`config.mk`:
```
export PLATFORM = sky130hd
export DESIGN_NAME = router_node
export DESIGN_NICKNAME = d
export VERILOG_FILES = /design/src/hdl/router_pkg.sv /design/src/hdl/stream_if.sv /design/src/hdl/router_node.sv /design/src/hdl/egress_stage.sv /design/src/hdl/route_compute.sv /design/src/hdl/ingress_stage.sv
export VERILOG_INCLUDE_DIRS = /design/src /design/src/hdl
export SDC_FILE = /design/constraint.sdc
export NUM_CORES = 1
export LEC_CHECK = 0
export ABC_AREA = 1
export BUFFER_PORTS_ARGS = -buffer_cell sky130_fd_sc_hd__buf_2
export CORE_MARGIN = 3
export CORE_UTILIZATION = 40
export CTS_CLUSTER_DIAMETER = 50
export DETAILED_ROUTE_END_ITERATION = 10
export PLACE_DENSITY_LB_ADDON = 0.12
export SLEW_MARGIN = 20
export SYNTH_ARGS = -nofsm -noshare
export SYNTH_HDL_FRONTEND = slang
export SYNTH_SLANG_ARGS = --single-unit
```
`constraint.sdc`:
```
create_clock -name clk -period 2.87 [get_ports clk]
set_input_delay 0.1435 -clock clk [delete_from_list [all_inputs] [get_ports clk]]
set_output_delay 0.1435 -clock clk [all_outputs]
set_load 0.01 [all_outputs]
```
`src/hdl/router_defines.svh`:
```
`ifndef ROUTER_DEFINES_SVH
`define ROUTER_DEFINES_SVH

// --------------------
// Beat layout
// --------------------

// Two 8-bit symbols per beat
`define ROUTER_DATA_WIDTH 16

// Header splits the beat into {y, x}
`define ROUTER_COORD_WIDTH (`ROUTER_DATA_WIDTH / 2)

// Unused symbols on the last beat, 0 or 1
`define ROUTER_EMPTY_WIDTH 1

// --------------------
// Route output
// --------------------

// Five directions fit in 3 bits
`define ROUTER_DIR_WIDTH 3

`endif
```
`src/hdl/router_pkg.sv`:
```
`include "router_defines.svh"

package router_pkg;

    // Output channel numbering of the node
    typedef enum logic [`ROUTER_DIR_WIDTH-1:0] {
        HERE  = 0,  // Delivered to this node
        NORTH = 1,  // Towards smaller y
        SOUTH = 2,  // Towards larger y
        EAST  = 3,  // Towards larger x
        WEST  = 4   // Towards smaller x
    } direction_e;

    // Mesh position, y in the upper half
    typedef struct packed {
        logic [`ROUTER_COORD_WIDTH-1:0] y;
        logic [`ROUTER_COORD_WIDTH-1:0] x;
    } node_coord_t;

    // One beat, seen as payload or as header
    typedef union packed {
        logic [`ROUTER_DATA_WIDTH-1:0] raw;    // Body beats
        node_coord_t                   coord;  // Header beat, destination
    } beat_word_u;

endpackage

```
`src/hdl/stream_if.sv`:
```
`timescale 1ns/10ps
`include "router_defines.svh"

// Packet stream between the node's stages
interface stream_if;

    logic                           valid;  // Beat present
    logic                           ready;  // Sink can take it
    router_pkg::beat_word_u         data;
    logic                           sop;    // Header beat
    logic                           eop;    // Last beat of packet
    logic [`ROUTER_EMPTY_WIDTH-1:0] empty;  // Unused symbols, last beat only

    // Upstream side
    modport source (
        output valid,
        output data,
        output sop,
        output eop,
        output empty,
        input  ready
    );

    // Downstream side
    modport sink (
        input  valid,
        input  data,
        input  sop,
        input  eop,
        input  empty,
        output ready
    );

endinterface

```
`src/hdl/router_node.sv`:
```
`timescale 1ns/10ps
`include "router_defines.svh"

module router_node (
    input  logic                           clk,
    input  logic                           reset_n,
    input  router_pkg::node_coord_t        node_addr,  // Fixed per node

    // Packet input
    input  logic                           in_valid,
    output logic                           in_ready,
    input  logic [`ROUTER_DATA_WIDTH-1:0]  in_data,
    input  logic                           in_sop,
    input  logic                           in_eop,
    input  logic [`ROUTER_EMPTY_WIDTH-1:0] in_empty,

    // Packet output with its route
    input  logic                           out_ready,
    output logic                           out_valid,
    output logic [`ROUTER_DATA_WIDTH-1:0]  out_data,
    output logic                           out_sop,
    output logic                           out_eop,
    output logic [`ROUTER_EMPTY_WIDTH-1:0] out_empty,
    output router_pkg::direction_e         out_channel
);

    stream_if               routed_in ();  // Ingress to egress, watched by routing
    router_pkg::direction_e channel;       // Route of the beat on routed_in

    // --------------------
    // Stages
    // --------------------
    ingress_stage u_ingress (
        .clk      (clk),
        .reset_n  (reset_n),
        .in_valid (in_valid),
        .in_ready (in_ready),
        .in_data  (in_data),
        .in_sop   (in_sop),
        .in_eop   (in_eop),
        .in_empty (in_empty),
        .out      (routed_in.source)
    );

    route_compute u_route (
        .clk       (clk),
        .reset_n   (reset_n),
        .node_addr (node_addr),
        .beats     (routed_in.sink),
        .channel   (channel)
    );

    egress_stage u_egress (
        .clk         (clk),
        .reset_n     (reset_n),
        .beats       (routed_in.sink),
        .channel     (channel),
        .out_ready   (out_ready),
        .out_valid   (out_valid),
        .out_data    (out_data),
        .out_sop     (out_sop),
        .out_eop     (out_eop),
        .out_empty   (out_empty),
        .out_channel (out_channel)
    );

endmodule

```
`src/hdl/egress_stage.sv`:
```
`timescale 1ns/10ps
`include "router_defines.svh"

module egress_stage (
    input  logic                           clk,
    input  logic                           reset_n,
    stream_if.sink                         beats,
    input  router_pkg::direction_e         channel,  // Valid with the beat on beats
    input  logic                           out_ready,
    output logic                           out_valid,
    output logic [`ROUTER_DATA_WIDTH-1:0]  out_data,
    output logic                           out_sop,
    output logic                           out_eop,
    output logic [`ROUTER_EMPTY_WIDTH-1:0] out_empty,
    output router_pkg::direction_e         out_channel
);

    logic take;  // Beat moves from ingress into this stage

    // --------------------
    // Handshake
    // --------------------
    assign beats.ready = out_ready || !out_valid;  // Empty or draining
    assign take        = beats.valid && beats.ready;

    // --------------------
    // Valid and channel
    // --------------------
    always_ff @(posedge clk) begin
        if (!reset_n) begin
            out_valid   <= 1'b0;
            out_channel <= router_pkg::HERE;
        end else begin
            if (take) begin
                out_valid   <= 1'b1;
                out_channel <= channel;  // Captured with its beat
            end else if (out_ready) begin
                out_valid <= 1'b0;
            end
        end
    end

    // --------------------
    // Payload
    // --------------------

    // Held while stalled, take is low then
    always_ff @(posedge clk) begin
        if (take) begin
            out_data  <= beats.data.raw;
            out_sop   <= beats.sop;
            out_eop   <= beats.eop;
            out_empty <= beats.empty;
        end
    end

endmodule

```
`src/hdl/route_compute.sv`:
```
`timescale 1ns/10ps

module route_compute (
    input  logic                    clk,
    input  logic                    reset_n,
    input  router_pkg::node_coord_t node_addr,  // This node's mesh position
    stream_if.sink                  beats,      // Observed only
    output router_pkg::direction_e  channel
);

    router_pkg::node_coord_t dest;      // Header view of the current beat
    router_pkg::direction_e  decision;  // Fresh result for this header
    router_pkg::direction_e  held;      // Route of the packet in flight
    logic                    moves;     // Beat transfers this edge

    assign dest  = beats.data.coord;
    assign moves = beats.valid && beats.ready;

    // --------------------
    // Routing rule
    // --------------------

    // Top left corner is 0,0; north first, then east, south, west
    always_comb begin
        if (dest.y == node_addr.y && dest.x == node_addr.x) begin
            decision = router_pkg::HERE;   // Arrived
        end else if (dest.y < node_addr.y) begin
            decision = router_pkg::NORTH;
        end else if (dest.x > node_addr.x) begin
            decision = router_pkg::EAST;
        end else if (dest.y > node_addr.y) begin
            decision = router_pkg::SOUTH;
        end else begin
            decision = router_pkg::WEST;   // Same row, smaller x
        end
    end

    // --------------------
    // Hold for the packet
    // --------------------
    always_ff @(posedge clk) begin
        if (!reset_n) begin
            held <= router_pkg::HERE;
        end else if (moves && beats.eop) begin
            // Also covers single-beat packets, nothing stale left behind
            held <= router_pkg::HERE;
        end else if (moves && beats.sop) begin
            held <= decision;
        end
    end

    // Header uses the live result, body beats the held one
    assign channel = beats.sop ? decision : held;

endmodule

```
`src/hdl/ingress_stage.sv`:
```
`timescale 1ns/10ps
`include "router_defines.svh"

module ingress_stage (
    input  logic                           clk,
    input  logic                           reset_n,
    input  logic                           in_valid,
    output logic                           in_ready,
    input  logic [`ROUTER_DATA_WIDTH-1:0]  in_data,
    input  logic                           in_sop,
    input  logic                           in_eop,
    input  logic [`ROUTER_EMPTY_WIDTH-1:0] in_empty,
    stream_if.source                       out
);

    logic started;    // Set on the first edge out of reset
    logic in_packet;  // Header taken, eop not yet seen
    logic accept;     // Input beat moves this edge

    // --------------------
    // Handshake
    // --------------------

    // Free slot or slot drains this edge
    assign in_ready = started && (out.ready || !out.valid);
    assign accept   = in_valid && in_ready;

    // --------------------
    // Control state
    // --------------------
    always_ff @(posedge clk) begin
        if (!reset_n) begin
            started   <= 1'b0;
            in_packet <= 1'b0;
            out.valid <= 1'b0;
        end else begin
            started <= 1'b1;

            if (accept) begin
                out.valid <= 1'b1;
            end else if (out.ready) begin
                out.valid <= 1'b0;  // Downstream took the last beat
            end

            // Packet framing as seen at the input
            if (accept && in_eop) begin
                in_packet <= 1'b0;
            end else if (accept && in_sop) begin
                in_packet <= 1'b1;  // Multi-beat packet opened
            end
        end
    end

    // --------------------
    // Payload register
    // --------------------
    always_ff @(posedge clk) begin
        if (accept) begin
            out.data.raw <= in_data;
            out.sop      <= in_sop && !in_packet;  // Stray sop mid-packet ignored
            out.eop      <= in_eop;
            out.empty    <= in_empty;
        end
    end

endmodule

```
==> results by group, run 1 <==
STA
  – Worst Skew: ~5.2 ps
  – Sum Neg Setup Slack: 0 ps
  – Slew HR: 65.3%
  – Post-layout min period: ~1600 ps
  – Max Slew Vio Count: 0
  – PnR worst setup slack: 1300 ps
  – Slew @ Worst Pin: between 500 and 600 ps
  – Final Cycle Share: between 50 and 60%
  – RSZ-0062 raised after global routing: false
  – Final setup violation count: 0
  – Final hold violation count: 0
  – Fmax achieved: between 0.6 and 0.7 GHz

Synth
  – Top post-synthesis cells by count: 43 x nand2_1, 38 x edfxtp_1, 27 x inv_1
  – Synth warn: 0
  – EDFF count, synth: 38
  – Synth top area cells: edfxtp_1 57%, dfxtp_1 10%, ha_1 10%, nand2_1 8.0%, inv_1 5.0%
  – Most frequent cell after synthesis: nand2_1
  – Yosys cell types: 15
  – Avg Synthesized Cell Area: roughly 12 µm²
  – Most used DFF post-synth: edfxtp_1
  – Synth Net Count: around 230
  – Share of Yosys cell area claimed by the top area cell type: between 50 and 60%
  – Post-synth ARST share: 0%
  – Area leader, netlist: edfxtp_1
  – Post-synthesis sequential area ratio: between 60% and 70%
  – Synth Register Bits: 48
  – Netlist Area Pre-Place: approximately 2000 µm²
  – Synthesized netlist cell count: 174

Global routing
  – Global-route wire length before repair: roughly 5500 µm
  – Largest net degree at the start of global routing: 22
  – GRT Util Overall: between 10% and 20%
  – Number of global-route vias before repair: between 1000 and 1500
  – Global route total overflow: 0
  – Initial antenna violation count: 0

Floorplanning
  – Die area: roughly 5900 µm²
  – Site Rows: 25
  – Die Y: ~77 µm
  – Initial Util: 42.0%
  – Die X: around 77 µm
  – Core area: around 4800 µm²
  – IO Count: 63

Final layout
  – Layout cells sized above 1: between 30% and 40%
  – Nets: 302
  – ANT cells: 0
  – Final Non-Filler Cells: 315
  – Syn-to-layout area delta: 25.9%
  – Filler cells: roughly 450

Setup path
  – Crit path max fanout: 2
  – Crit end category: register
  – Crit path capture: u_route.held[1]
  – CP Launch Point: u_ingress.out.data[15]
  – Worst R2R End: u_route.held[1]
  – R2R depth: 10
  – FF-to-FF Start: u_ingress.out.data[15]
  – Startpoint Class: register
  – Worst EP required: between 3000 and 4000 ps
  – Crit Path Class: reg2reg
  – Reg2reg setup slack: about 1300 ps
  – Worst EP arrival: ~1800 ps

Placement
  – Pre-CTS setup slack: 1290 ps
  – Hpwl dp: 2560 µm
  – Port buffer count: 62
  – Routability cong.: 0.831
  – Placed cell count: around 300

Clock network
  – Clock Latency Late Sink: 290 ps
  – Clock sinks: 48
  – H-tree lvl count: 2
  – Clock-pin slew on the worst setup and hold paths: around 80 ps
  – Max clock buf depth: 2
  – Cts bufs inserted: 5
  – CTS tree: built
  – Clock root cell: clkbuf_8

Route
  – Final WL: approximately 3400 µm
  – DRT Pass-1 Iters: 4
  – Remaining routing DRC violations: 0
  – Routed vias: 1327
  – Remaining antenna violation count: 0
  – DR WL/cell: about 11 µm
  – Via/cell ratio: between 4 and 5
  – DR iter-0 viols: 23

Power
  – Pwr dens: 519 nW/µm²
  – Leakage power: 0.00119 µW
  – Worst vdd ir: roughly 260 µV

Worst hold path
  – Worst min path class: in2reg

Job
  – Max-cap viol count: 0

Run status
  – Outcome: finished clean
cell families after synthesis:
family | synth area share [%]
buf+inv | 5.97
compound gates | 5.78
flops | 66.7
simple gates | 11.6
fa+ha+maj | 9.95
cell type report:
| class | instances | area, µm² | area share (%) |
|---|---|---|---|
| timing repair buffer | 66 | 348 | 13.7 |
| inverter | 32 | 120 | 4.74 |
| sequential | 48 | 1340 | 52.9 |
| tap | 67 | 83.8 | 3.31 |
| multi-input combinational | 94 | 551 | 21.7 |
| clock buffer | 8 | 90.1 | 3.56 |
placed cells by master, fill, tap and decap left out, drive strengths merged:
master	count
dlygate4sd3	3
ha	16
dfxtp	10
o21ai	5
buf	63
nand2	44
a21o	2
edfxtp	38
clkbuf	8
inv	32
nand3	1
a21oi	13
nor2	13
registers in the layout, indices dropped and copies added, names as in the netlist, 3 cells and up:
signal / flops
u_egress.out_data: 16
u_egress.out_channel: 3
u_ingress.out.data: 16
u_route.held: 3
per-stage QoR:
stage | util [%] | instance area, µm² | hold slack (ps) | power (µW)
detailed placement | 50.4 | 2410 | 310 | 931
floorplan | - | 2010 | 171 | 874
CTS | 52.5 | 2510 | 6.22 | 1340
finish | 52.9 | 2530 | 20.6 | 1310
global placement | 50.4 | 2410 | 307 | 929
global route | 52.9 | 2530 | 4.43 | 1380
worst min path at each step:
stage | slack (ps) | endpoint | start | depth (start not counted)
floorplan | 170 | u_ingress.started | reset_n | 0
global placement | 310 | u_ingress.started | reset_n | 1
detailed placement | 310 | u_ingress.started | reset_n | 1
CTS | 6 | u_ingress.out.data[12] | in_data[12] | 1
global route | 4 | u_ingress.out.data[15] | in_data[15] | 1
finish | 20 | u_ingress.out.data[12] | in_data[12] | 1
worst max-delay path, cell delays in order (launching register included):
cell	delay (ps)
edfxtp_1	390
ha_1	310
nand2_1	80
nor2_1	170
nand2_1	90
nor2_1	140
nor2_2	50
nand2_1	70
inv_2	40
nand2_1	80
a21oi_1	60
layer usage:
layer | global-route usage, % | wire [µm]
met5 | 0 | 0
met2 | 21.5 | 1750
met1 | 12.6 | 1370
met3 | 4.69 | 214
met4 | 5.43 | 27
power breakdown:
| part | internal [µW] | leakage [µW] | switching [µW] |
|---|---|---|---|
| sequential | 778 | 0.000435 | 9.67 |
| combinational | 57.0 | 0.000707 | 70.0 |
| clock | 197 | 0.0000455 | 203 |
| total | 1030 | 0.00119 | 283 |
what timing repair did:
action	4_1_cts	5_1_grt
buffers inserted	0	0
hold buffers	1	2
setup endpoints to repair	0	0
resized for setup	0	0
endpoints found under the hold margin	1	2
Power figures use the tool's default switching activity.
==> inputs of run 2 (changes only) <==
==> constraint.sdc (replaced) <==
create_clock -name clk -period 1.65 [get_ports clk]
set_input_delay 0.0825 -clock clk [delete_from_list [all_inputs] [get_ports clk]]
set_output_delay 0.0825 -clock clk [all_outputs]
set_load 0.01 [all_outputs]
==> run 2 against run 1 <==
Global-route usage up 0.88 points; worst hold slack improved by 65 ps; routed wire length is 8.1% higher; first-iteration DRC count is 57% higher; combinational power is 110% higher; critical path type unchanged; setup slack lost 1200 ps; total power up 75%; register-to-register slack worse by 1200 ps; cell count is 6.3% higher.
==> results by group, run 2 (synthesis results as in run 1) <==
STA
  – Final Cycle Share: 92.3% (was 54.8%)
  – Final setup violation count: 0 (unchanged)
  – Final hold violation count: 0 (unchanged)
  – Max Slew Vio Count: 0 (unchanged)
  – Worst Skew: 7.08 ps (was 5.22 ps)
  – Post-layout min period: 1520 ps (was 1570 ps)
  – Slew @ Worst Pin: 436 ps (was 520 ps)
  – Fmax achieved: 0.657 GHz (was 0.636 GHz)
  – RSZ-0062 raised after global routing: true (was false)
  – Slew HR: 70.9% (was 65.3%)

Power
  – Leakage power: 0.00127 µW (was 0.00119 µW)
  – Internal power: 1770 µW (was 1030 µW)
  – Net Switching: 519 µW (was 283 µW)
  – Worst vdd ir: 498 µV (was 257 µV)
  – Switching share of power: 22.6% (was 21.5%)
  – Sequential power share: 59.8% (was 59.9%)
  – Logic pwr share: 11.6% (was 9.7%)
  – Clock network fraction of total power: 28.6% (was 30.4%)
  – Pwr dens: 830 nW/µm² (was 519 nW/µm²)

Setup path
  – Most used cell, CP: nand2_1 (unchanged)
  – Highest-delay cell along the critical path: edfxtp_1 (unchanged)
  – Worst EP arrival: 1750 ps (was 1760 ps)
  – Crit path max fanout: 3 (was 2)
  – Slowest cell delay on critical path: 430 ps (was 390 ps)
  – Crit Path Class: reg2reg (unchanged)
  – Startpoint Class: register (unchanged)
  – Crit path cell chain: ha_4 -> nand2_1 -> inv_1 -> nand2_1 -> nand2_1 -> nand2_1 -> nand2_1 -> nand2_1 -> nand2_1 -> nand2_1 -> a21oi_1 (was ha_1 -> nand2_1 -> nor2_1 -> nand2_1 -> nor2_1 -> nor2_2 -> nand2_1 -> inv_2 -> nand2_1 -> a21oi_1)
  – Worst EP required: 1880 ps (was 3060 ps)
  – WP buf/inv: 1 (unchanged)
  – Crit end category: register (unchanged)
  – CP delay by family, top: simple AND/OR/NAND/NOR gates (unchanged)

Route
  – Remaining routing DRC violations: 0 (unchanged)
  – Remaining antenna violation count: 0 (unchanged)
  – DRT Pass-1 Iters: 4 (unchanged)
  – DR WL/cell: 10.8 µm (was 10.7 µm)
  – Final WL: 3630 µm (was 3360 µm)
  – Via/cell ratio: 4.33 (was 4.21)
  – Routed vias: 1451 (was 1327)
  – DR iter-0 viols: 36 (was 23)

Clock network
  – Cts bufs inserted: 5 (unchanged)
  – Clock-pin slew on the worst setup and hold paths: 80 ps (about the same)
  – Max clock buf depth: 2 (unchanged)
  – Clock root cell: clkbuf_8 (unchanged)
  – Clock Latency Late Sink: 290 ps (about the same)
  – Clock sinks: 48 (unchanged)
  – H-tree lvl count: 2 (unchanged)
  – CTS tree: built (unchanged)

Global routing
  – Global route total overflow: 0 (unchanged)
  – GRT Util Overall: 13.0% (was 12.2%)
  – Largest net degree at the start of global routing: 22 (unchanged)
  – Global-route wire length before repair: 6090 µm (was 5490 µm)
  – Number of global-route vias before repair: 1411 (was 1295)
  – Initial antenna violation count: 0 (unchanged)

Floorplanning
  – Site Rows: 25 (unchanged)
  – Die X: 76.9 µm (unchanged)
  – Die area: 5920 µm² (unchanged)
  – Initial Util: 42.0% (unchanged)
  – IO Count: 63 (unchanged)
  – Core area: 4790 µm² (unchanged)
  – Die Y: 76.9 µm (unchanged)

Placement
  – Placed cell count: 305 (was 304)
  – Routability cong.: 0.826 (was 0.831)
  – Port buffer count: 62 (unchanged)
  – Hpwl dp: 2630 µm (was 2560 µm)

Worst hold path
  – Worst min path class: in2reg (unchanged)

Final layout
  – Util after Layout: 57.8% (was 52.9%)
  – Commonest non-fill, non-tap cell in the layout: buf_2 (unchanged)
  – Syn-to-layout area delta: 37.4% (was 25.9%)
  – Most frequent cells in the layout: 62 x buf_2, 41 x nand2_1, 38 x edfxtp_1 (was 62 x buf_2, 43 x nand2_1, 38 x edfxtp_1)
  – Nets: 322 (was 302)
  – Final Non-Filler Cells: 335 (was 315)
  – ANT cells: 0 (unchanged)
  – Regs by FF count: u_egress.out_data: 16 flops, u_ingress.out.data: 16 flops (unchanged)
  – Layout cells sized above 1: 34.7% (was 31.5%)

Job
  – Max-cap viol count: 0 (unchanged)

Run status
  – Outcome: finished clean (unchanged)
==> run 2: cell count changes in the layout (fill, tap and decap cells not counted), moves of 4 or more <==
cell	change
nor2_2	+4
buf_4	+4
dlygate4sd3_1	+16
nor2_1	-4
==> run 2: final cells by class <==
| type | count | area (µm²) |
|---|---|---|
| Sequential cell | 48 | 1340 |
| Fill cell | 435 | 2020 |
| Clock buffer | 5 | 68.8 |
| Clock inverter | 3 | 13.8 |
| Tap cell | 67 | 83.8 |
| Timing Repair Buffer | 86 | 538 |
| Multi-Input combinational cell | 94 | 598 |
| Inverter | 32 | 120 |
==> run 2: tightest hold or removal path, stage by stage <==
cell and delay, ps:
buf_2 80, inv_2 40, nand2_1 70, a21oi_1 60
==> run 2: power by group through the flow <==
stage	clock [µW]	sequential [µW]	combinational [µW]
global placement	0	1400	222
floorplan	0	1410	115
finish	656	1370	266
detailed placement	0	1400	221
global route	739	1380	307
CTS	693	1370	257
==> run 2: final timing paths <==
check                    startpoint  cells past startpoint  slack, ps                  to
max          u_ingress.out.data[11]                     11        130     u_route.held[1]
min                       out_ready                      4         90  u_egress.out_valid
max reg2reg  u_ingress.out.data[11]                     11        130     u_route.held[1]
min reg2reg     u_ingress.out.empty                      0        440  u_egress.out_empty
==> run 2: what timing repair did <==
| item | 4_1_cts | 5_1_grt |
|---|---|---|
| gates resized for setup | 0 | 10 |
| hold endpoints to repair | 20 | 0 |
| hold buffers | 19 | 0 |
| setup endpoints to repair | 0 | 6 |
| setup buffers | 0 | 3 |
==> run 2: through the flow <==
stage / worst slack [ps] / power, µW / hold WS [ps] / setup TNS, ps / cell area (µm²)
after global placement: 91.8 / 1620 / 246 / 0 / 2420
after global routing: -18.3 / 2420 / 113 / -20.4 / 2760
after floorplan: 184 / 1520 / 110 / 0 / 2010
final: 128 / 2290 / 85.2 / 0 / 2760
after detailed placement: 82.4 / 1620 / 250 / 0 / 2420
after CTS: 67.4 / 2320 / 69.7 / 0 / 2690
==> run 2: metal layers <==
layer  GRT usage (%)  up-vias  wire length (µm)
met5               0        -                 0
met4            5.43        0                64
met3            4.58        8               254
met2            22.8       41              1840
met1            14.3      649              1480
li1                -      753                 -
